### src/dual_axil_ram_pkg.sv
`default_nettype none

package dual_axil_ram_pkg;

    // bus and memory word size
    localparam int data_width = 32;

    // one strobe bit per byte lane
    localparam int strb_width = data_width / 8;

    // axi response codes
    localparam logic [1:0] resp_okay   = 2'b00;
    localparam logic [1:0] resp_slverr = 2'b10;

    // returned on a read that meets a write from the other port
    localparam logic [data_width-1:0] collision_word = 32'hdeadbeef;

    // stored word, seen either as byte lanes or as a whole
    typedef union packed {
        logic [strb_width-1:0][7:0] bytes;
        logic [data_width-1:0]      word;
    } mem_word_t;

endpackage

`default_nettype wire

### src/axil_mem_port.sv
`timescale 1ns/10ps
`default_nettype none

module axil_mem_port #(
    parameter int mem_addr_width  = 10,
    parameter int axil_addr_width = 16
) (
    input  wire                                      clk,
    input  wire                                      resetn_reg,

    // write address and data
    input  wire  [axil_addr_width-1:0]               awaddr,
    input  wire                                      awvalid,
    output logic                                     awready,
    input  wire  [dual_axil_ram_pkg::data_width-1:0] wdata,
    input  wire  [dual_axil_ram_pkg::strb_width-1:0] wstrb,
    input  wire                                      wvalid,
    output logic                                     wready,

    // write response
    output logic [1:0]                               bresp,
    output logic                                     bvalid,
    input  wire                                      bready,

    // read address
    input  wire  [axil_addr_width-1:0]               araddr,
    input  wire                                      arvalid,
    output logic                                     arready,

    // read data
    output logic [dual_axil_ram_pkg::data_width-1:0] rdata,
    output logic [1:0]                               rresp,
    output logic                                     rvalid,
    input  wire                                      rready,

    // ram port
    output logic                                     mem_en,
    output logic [dual_axil_ram_pkg::strb_width-1:0] mem_we,
    output logic [mem_addr_width-1:0]                mem_addr,
    output logic [dual_axil_ram_pkg::data_width-1:0] mem_din,
    input  wire  [dual_axil_ram_pkg::data_width-1:0] mem_dout
);

    import dual_axil_ram_pkg::*;

    localparam logic [1:0] st_idle    = 2'd0;
    localparam logic [1:0] st_wr_resp = 2'd1;
    localparam logic [1:0] st_rd_wait = 2'd2;
    localparam logic [1:0] st_rd_resp = 2'd3;

    logic [1:0]                 state;
    logic [1:0]                 resp_q;
    logic [data_width-1:0]      rdata_q;
    logic                       idle;
    logic                       wr_accept;
    logic                       rd_accept;
    logic                       wr_in_range;
    logic                       rd_in_range;
    logic [axil_addr_width-3:0] aw_word;
    logic [axil_addr_width-3:0] ar_word;
    logic [axil_addr_width-3:0] sel_word;

    assign idle = state == st_idle;

    // write needs address and data together, and beats a read
    assign wr_accept = idle && awvalid && wvalid;
    assign rd_accept = idle && arvalid && !wr_accept;

    assign awready = wr_accept;
    assign wready  = wr_accept;
    assign arready = rd_accept;

    // word index, byte offset dropped
    assign aw_word = awaddr[axil_addr_width-1:2];
    assign ar_word = araddr[axil_addr_width-1:2];

    // in range when no bit above the memory index is set
    assign wr_in_range = (aw_word >> mem_addr_width) == '0;
    assign rd_in_range = (ar_word >> mem_addr_width) == '0;

    // ram access only in the acceptance cycle
    assign sel_word = wr_accept ? aw_word : ar_word;
    assign mem_en   = (wr_accept && wr_in_range) || (rd_accept && rd_in_range);
    assign mem_we   = (wr_accept && wr_in_range) ? wstrb : '0;
    assign mem_addr = sel_word[mem_addr_width-1:0];
    assign mem_din  = wdata;

    always_ff @(posedge clk) begin
        if (resetn_reg) begin
            state  <= st_idle;
            resp_q <= resp_okay;
        end else begin
            case (state)
                st_idle: begin
                    if (wr_accept) begin
                        state  <= st_wr_resp;
                        resp_q <= wr_in_range ? resp_okay : resp_slverr;
                    end else if (rd_accept) begin
                        state  <= st_rd_wait;
                        resp_q <= rd_in_range ? resp_okay : resp_slverr;
                    end
                end
                st_wr_resp: begin
                    if (bready) begin
                        state <= st_idle;
                    end
                end
                // ram output registered, take it next edge
                st_rd_wait: begin
                    state <= st_rd_resp;
                end
                st_rd_resp: begin
                    if (rready) begin
                        state <= st_idle;
                    end
                end
                default: begin
                    state <= st_idle;
                end
            endcase
        end
    end

    // holding register, keeps the ram free while rready is low
    always_ff @(posedge clk) begin
        if (state == st_rd_wait) begin
            rdata_q <= (resp_q == resp_okay) ? mem_dout : '0;
        end
    end

    assign bvalid = state == st_wr_resp;
    assign bresp  = resp_q;
    assign rvalid = state == st_rd_resp;
    assign rresp  = resp_q;
    assign rdata  = rdata_q;

endmodule

`default_nettype wire

### config.mk
export PLATFORM = sky130hd
export DESIGN_NAME = axil_mem_port
export DESIGN_NICKNAME = d
export VERILOG_FILES = /design/src/dual_axil_ram_pkg.sv /design/src/axil_mem_port.sv
export SDC_FILE = /design/constraint.sdc
export NUM_CORES = 1
export LEC_CHECK = 0
export BUFFER_PORTS_ARGS = -buffer_cell sky130_fd_sc_hd__buf_4
export CAP_MARGIN = 20
export CORE_AREA = 2 2 75 77
export CTS_BUF_LIST = sky130_fd_sc_hd__clkbuf_4 sky130_fd_sc_hd__clkbuf_8
export CTS_CLUSTER_DIAMETER = 40
export CTS_CLUSTER_SIZE = 40
export DETAILED_ROUTE_END_ITERATION = 8
export DIE_AREA = 0 0 77 79
export GPL_TIMING_DRIVEN = 1
export PLACE_DENSITY = 0.81
export SLEW_MARGIN = 20
export SYNTH_ARGS = -nofsm -noshare
export SYNTH_HDL_FRONTEND = slang
export SYNTH_SLANG_ARGS = --single-unit
### constraint.sdc
create_clock -name clk -period 1.8 [get_ports clk]
set_input_delay 0 -clock clk [delete_from_list [all_inputs] [get_ports clk]]
set_output_delay 0 -clock clk [all_outputs]
set_load 0.01 [all_outputs]
Yosys cells after proc, flatten, opt, wreduce, memory -nomap -nowiden. Index checks and enable logic that the tools add are counted.

Flip-flop bits (word level): 36. Logic and storage cells: 35. Bits of input ports: 107. Output and inout bits: 88.

Reductions and logical operators: 15. Equality and inequality tests: 6. Muxes and demuxes: 11.

Operators by type and width (count): logical NOT 14 bit (2); two-way mux 2 bit (8); two-way mux 10 bit (1); case mux 2 bit (4 select lines) (1); logical AND 1 bit (6); equality test 2 bit (second input constant) (2); logical NOT 2 bit (2); two-way mux 4 bit (1); inequality test 2 x 1 -> 1 bit (second input constant) (2); inequality test 3 x 1 -> 1 bit (second input constant) (1); AND reduction 3 bit (1); equality test 2 x 1 -> 1 bit (second input constant) (1); AND reduction 2 bit (1); nonzero test 2 bit (1); logical NOT 1 bit (1); logical OR 1 bit (1).

Logic depth before layout (Yosys ltp). Gate-level depths: netlist (run 1).

Depth after elaboration: 8. Gate-level depth with buffers: 4.

Worst setup path after synthesis (run 1). OpenSTA, ideal clock, no wires.

Kind: register -> register. From: register state[0]. To: register rdata_q[0], in the netlist rdata[0], enable pin. Arrival time: 1167 ps. Path slack: 243 ps. Required time: 1410 ps. Buffers on the path: 0. Period minus slack after synthesis: 1557 ps. Stages on the path, launching flop included: 2. Cell sequence: dfxtp_1 and2b_1.

Cells in the longest elaborated chain, start to end: 1.

RTL lines: start, declared (RTL line axil_mem_port.sv:51) `logic [1:0] state;`; start signal, assigned (RTL line axil_mem_port.sv:90) `state <= st_idle;`; start signal, assigned (RTL line axil_mem_port.sv:96) `state <= st_wr_resp;`; start signal, assigned (RTL line axil_mem_port.sv:99) `state <= st_rd_wait;`; equality test 2 bit (RTL line axil_mem_port.sv:126) `if (state == st_rd_wait) begin`; end signal, assigned (RTL line axil_mem_port.sv:127) `rdata_q <= (resp_q == resp_okay) ? mem_dout : '0;`; end, declared (RTL line axil_mem_port.sv:53) `logic [data_width-1:0] rdata_q;`.

No other way between the ends. A chain may end at the register's enable or synchronous reset.

Final worst setup path (run 1).
From: register state[0]. To: output mem_addr[8].

Cells in the longest elaborated chain, start to end: 4.

RTL lines: logical NOT 2 bit (RTL line axil_mem_port.sv:63) `assign idle = state == st_idle;`; logical AND 1 bit (2 in a row) (RTL line axil_mem_port.sv:66) `assign wr_accept = idle && awvalid && wvalid;`; two-way mux 10 bit (RTL line axil_mem_port.sv:82) `assign sel_word = wr_accept ? aw_word : ar_word;`; end, declared (RTL line axil_mem_port.sv:39) `output logic [mem_addr_width-1:0] mem_addr,`.

No other way between the ends.

==> impl_metrics.toml, run 1 <==
[run_status]
outcome = "complete, no violations"

[logic_synthesis]
postSynthAreaPerCell_um2 = 12.5
synth_area_leaders = "edfxtp_1 (52%), buf_4 (15%), nor2b_1 (11%), mux2_2 (6.2%), dfxtp_1 (3.3%)"
synth_top_family_by_area = "simple AND/OR/NAND/NOR gates"
synth_xor_xnor_area_share_pct = 0
yosysSeqAreaShare_pct = 55.8
synth.distinct_cells = 24
yosys.area_share.simple_pct = 18.5
syn_area_mm2 = 0.00183
synth_edf_count = 32
ys_warn_count = 0
synth_common_cells = "buf_4 (36), nor2b_1 (33), edfxtp_1 (32)"
synth-compound-area-share_pct = 2.53
ys_ff_latch = 35
synth_adder_area_share_pct = 0
yosysMostFrequentCell = "buf_4"
synth_mux_area_share_pct = 6.15
synthArstFlopShare_pct = 0
ys.flop_type = "edfxtp_1"
netlist_instances = 147
yosys.area.top_type = "edfxtp_1"
yosysTopAreaCellShare_pct = 52.5

[worst_setup_path]
worstRegToRegCells = 4
end_kind = "primary output"
r2r_slack_ns = 0.42
reg2reg_from = "state[0]"
crit_path_max_fanout = 18
start_kind = "flip-flop"
path_class = "flip-flop to primary output"
worst_ep_required_time_ns = 1.80
reg2reg_to = "bresp[1]"
arrival_ns = 1.65

[routing]
routedWlPerCell_um = 15.2
vias = 1399
drtIter0Drc = 38
dr.pass1.iters = 4
wirelength_um = 4810
drc = 0
ant_nets = 0
vias_per_cell = 4.43

[flow_run]
drv_cap = 0

[clock_tree]
clock_sinks = 35
clk_transition_reported_paths_ns = 0.07
htree_levels = 2
clock_path_buffers = 2
cts_tree = "yes"
cts_root_buf = "clkbuf_8"
cts_inserted_buffers = 5
clkLatencyLatePin_ns = 0.27
postCtsSetupBuffers = 0

[global_route]
grt_max_degree = 35
first_global_vias = 1319
grt_pass1_wl_um = 6930
grt_antenna_before_repair = 0
track_usage_pct = 15.1
grt_overflow = 0

[power_and_ir_drop]
ir_worst_vdd_mv = 0.454
powerDensity_mw_per_mm2 = 795
power.leakage_nw = 1.22

[hold_path]
hold_end = "mem_din[8]"
whs_path_depth = 0
hold_path.class = "primary input to primary output"
min-delay-start = "wdata[8]"

[floorplanning]
pin_count = 195
die-area_mm2 = 0.00608
row_count = 27
start_util_pct = 34.3
die_x_um = 77
core_mm2 = 0.00534
die_y_um = 79

[finish]
diodes = 0
fillerInstances = 508
fin_area_mm2 = 0.00270
finalNetCount = 350
seq_area_mm2 = 0.00102
syn_to_final_growth_pct = 47.7
drive_gt1_share_pct = 60.2
multi_input_area_um2 = 505

[sta]
fin_crit_ns = 1.65
rsz0062_at_grt = "no"
setup_viol = 0
finalHoldViolCount = 0
fmax_mhz = 605
clock_skew_ns = 0.00507
period_share_pct = 91.9
slew_viol_final = 0
fin_tns_setup_ns = 0

[place]
io_buffer_count = 124
gp_congestion = 0.734
place_area_mm2 = 0.00258
hpwl_um = 3900
-- stage by stage --
step | hold slack, ns | utilization [%] | std cells | total power [mW] | worst slack (ns)
final | 0.0000384 | 50.7 | 316 | 2.15 | 0.147
after global routing | 0.0000407 | 50.7 | 316 | 2.24 | 0.0327
after CTS | 0.0000749 | 50.6 | 316 | 2.18 | 0.0758
after detailed placement | 0.0000749 | 48.3 | 307 | 1.49 | 0.382
after global placement | 0.0000749 | 48.3 | 307 | 1.47 | 0.406
after floorplan | 0.0691 | - | 148 | 1.30 | 0.243
-- layout make-up --
type,count,area share [%]
Tap cell,72,3.33
Multi-Input combinational cell,72,18.7
Sequential cell,35,37.8
Clock buffer,5,2.55
Clock inverter,3,1.62
Timing Repair Buffer,129,36.0
-- how the worst max path moves through the flow --
stage | start | endpoint | slack (ns) | depth (start not counted)
detailed placement | state[0] | bresp[1] | 0.38 | 4
CTS | state[0] | mem_addr[8] | 0.08 | 4
finish | state[0] | mem_addr[8] | 0.15 | 4
floorplan | state[0] | rdata[0] | 0.24 | 1
global route | state[0] | mem_addr[2] | 0.03 | 4
global placement | state[0] | bresp[1] | 0.41 | 4
-- cell families after synthesis --
| logic type | count (synthesis) |
|---|---|
| compound gates | 6 |
| mux | 10 |
| simple gates | 54 |
| buf+inv | 41 |
| other cells | 1 |
| flops | 35 |
-- placed cells by master, fill, tap and decap left out, drive strengths merged, types with 2 or more instances in the layout --
cell type	n
buf	128
nor2b	33
edfxtp	32
mux2	10
and3	6
clkbuf	5
nand2	3
a21oi	3
dfxtp	3
nor4	2
nand3	2
nand3b	2
conb	2
clkinv	2
-- worst max-delay path, cell delays in order (launching register included) --
cell	delay, ns
dfxtp_1	0.37
and4bb_1	0.31
buf_6	0.19
mux2_2	0.36
buf_4	0.14
-- state kept, by name, summed over array words and instances, names as in the netlist --
| signal | count |
|---|---|
| bresp | 1 |
| rdata | 32 |
| state | 2 |
-- repair_timing --
| action | 4_1_cts | 5_1_grt |
|---|---|---|
| hold buffers | 1 | 0 |
| setup endpoints to repair | 0 | 3 |
| resized for setup | 0 | 1 |
| endpoints found under the hold margin | 3 | 0 |
-- where the power goes --
| part | internal (mW) | switching (mW) | total, mW |
|---|---|---|---|
| combinational | 0.272 | 0.201 | 0.472 |
| clock | 0.412 | 0.269 | 0.681 |
| sequential | 0.975 | 0.0226 | 0.997 |
-- per-layer routing --
layer  part of all wire [%]  track usage (%)  routed length (um)
met2                     53             27.7                2550
met5                      0                0                   0
met4                    1.7             6.07                  80
met3                     13             7.50                 635
met1                     32             14.4                1550
Power figures use the tool's default switching activity.
==> run 2: changes to the inputs <==
CORE_AREA = 2 2 76 78   (was 2 2 75 77)
DIE_AREA = 0 0 78 80   (was 0 0 77 79)
PLACE_DENSITY = 0.79   (was 0.81)
clock period = 2.1 ns   (was 1.8 ns; I/O delays follow)
==> run 2 against run 1 <==
Global-route usage down 1.8 points. Critical path type unchanged. Final cell count unchanged. Critical endpoint is now mem_addr[0]. Combinational power down 15%. Largest cell class unchanged. Worst hold slack about the same.
==> impl_metrics.toml, run 2 (same netlist as run 1, synthesis figures left out) <==
[run_status]
outcome = "complete, no violations"

[sta]
rsz0062_at_grt = "no"
setup_viol = 0
fin_crit_ns = 1.68
fin_ws_ns = 0.417
hold_ws_ns = 0.0000132
finalHoldViolCount = 0
period_share_pct = 80.1
clock_skew_ns = 0.00588
fmax_mhz = 594
fin_tns_setup_ns = 0
slew_viol_final = 0

[worst_setup_path]
crit_top_cell = "buf_4"
r2r_slack_ns = 0.69
start_kind = "flip-flop"
slowest_stage = "dfxtp_1"
max_stage_delay_ns = 0.37
end_kind = "primary output"
crit_buf_inv = 2
crit_path_max_fanout = 18
crit_chain = "and4bb_1 > buf_4 > mux2_2 > buf_4"
path_class = "flip-flop to primary output"
arrival_ns = 1.68
crit_family = "flip-flops"
worst_ep_required_time_ns = 2.10

[clock_tree]
hold_buffers = 1
postCtsSetupBuffers = 0
htree_levels = 2
cts_tree = "yes"
clkLatencyLatePin_ns = 0.27
clock_path_buffers = 2
clock_sinks = 35
cts_resized = 0
cts_inserted_buffers = 5
cts_root_buf = "clkbuf_8"
clk_transition_reported_paths_ns = 0.07

[floorplanning]
row_count = 27
core_mm2 = 0.00541
start_util_pct = 33.9
pin_count = 195
die-area_mm2 = 0.00624
die_y_um = 80
die_x_um = 78

[power_and_ir_drop]
p_clk_share_pct = 31.2
p_sw_share_pct = 22.5
power_switching_mw = 0.411
p_total_mw = 1.83
ir_worst_vdd_mv = 0.299
comb_power_share_pct = 22.0
powerDensity_mw_per_mm2 = 677
seqPwrFrac_pct = 46.8
intPower_mw = 1.41
power.leakage_nw = 1.22

[global_route]
grt_max_degree = 35
grt_antenna_before_repair = 0
track_usage_pct = 13.3
grt_pass1_wl_um = 6400
grt_overflow = 0
first_global_vias = 1291

[finish]
drive_gt1_share_pct = 59.8
fin_cells = 316
syn_to_final_growth_pct = 47.2
final_common_cell = "buf_4"
finalNetCount = 350
layout_common_cells = "buf_4 (128), nor2b_1 (33), edfxtp_1 (32), mux2_2 (10), and3_1 (6)"
diodes = 0
fin_util_pct = 49.9
largest_reg_flops = 32
fin_area_mm2 = 0.00270

[place]
pre_cts_ws_ns = 0.679
placed_cells_incl_taps = 307
gp_congestion = 0.769
io_buffer_count = 124
hpwl_um = 3460
place_area_mm2 = 0.00258

[routing]
routedWlPerCell_um = 13.7
vias_per_cell = 4.35
drtIter0Drc = 38
drc = 0
vias = 1375
ant_nets = 0
dr.pass1.iters = 4
wirelength_um = 4330

[flow_run]
drv_cap = 0

[hold_path]
hold_path.class = "primary input to primary output"
## run 2: cell counts in the layout (fill, tap and decap cells not counted)
No cell type changed its count.
## run 2: layer usage
layer | vias to the layer above | track usage, % | wire length [um]
li1 | 655 | - | -
met1 | 604 | 13.3 | 1430
met2 | 114 | 25.2 | 2300
met3 | 2 | 5.54 | 579
met4 | 0 | 3.68 | 23
met5 | - | 0 | 0
## run 2: path summary, 6_finish.rpt
| path | start | end | depth (start not counted) |
|---|---|---|---|
| max | state[0] | mem_addr[0] | 4 |
| min | wdata[17] | mem_din[17] | 0 |
| max reg2reg | state[0] | bresp[1] | 4 |
| min reg2reg | bresp[1] | bresp[1] | 2 |
## run 2: worst reg2reg max path, stage by stage (launching register included)
cell and delay [ns]:
dfxtp_1 0.37, and4bb_1 0.28, buf_4 0.23, or3b_1 0.38, o41ai_2 0.05
## run 2: cell type report
cell class / instances / area [um2]
Clock buffer: 5 / 68.8
Clock inverter: 3 / 38.8
Fill cell: 509 / 2710
Multi-Input combinational cell: 72 / 505
Sequential cell: 35 / 1020
Tap cell: 72 / 90.1
Timing Repair Buffer: 129 / 971
## run 2: power groups by stage
| stage | sequential, mW | clock (mW) | combinational, mW |
|---|---|---|---|
| global placement | 0.868 | 0 | 0.398 |
| detailed placement | 0.870 | 0 | 0.405 |
| finish | 0.854 | 0.569 | 0.402 |
| CTS | 0.854 | 0.588 | 0.408 |
| global route | 0.860 | 0.613 | 0.438 |
| floorplan | 0.898 | 0 | 0.214 |
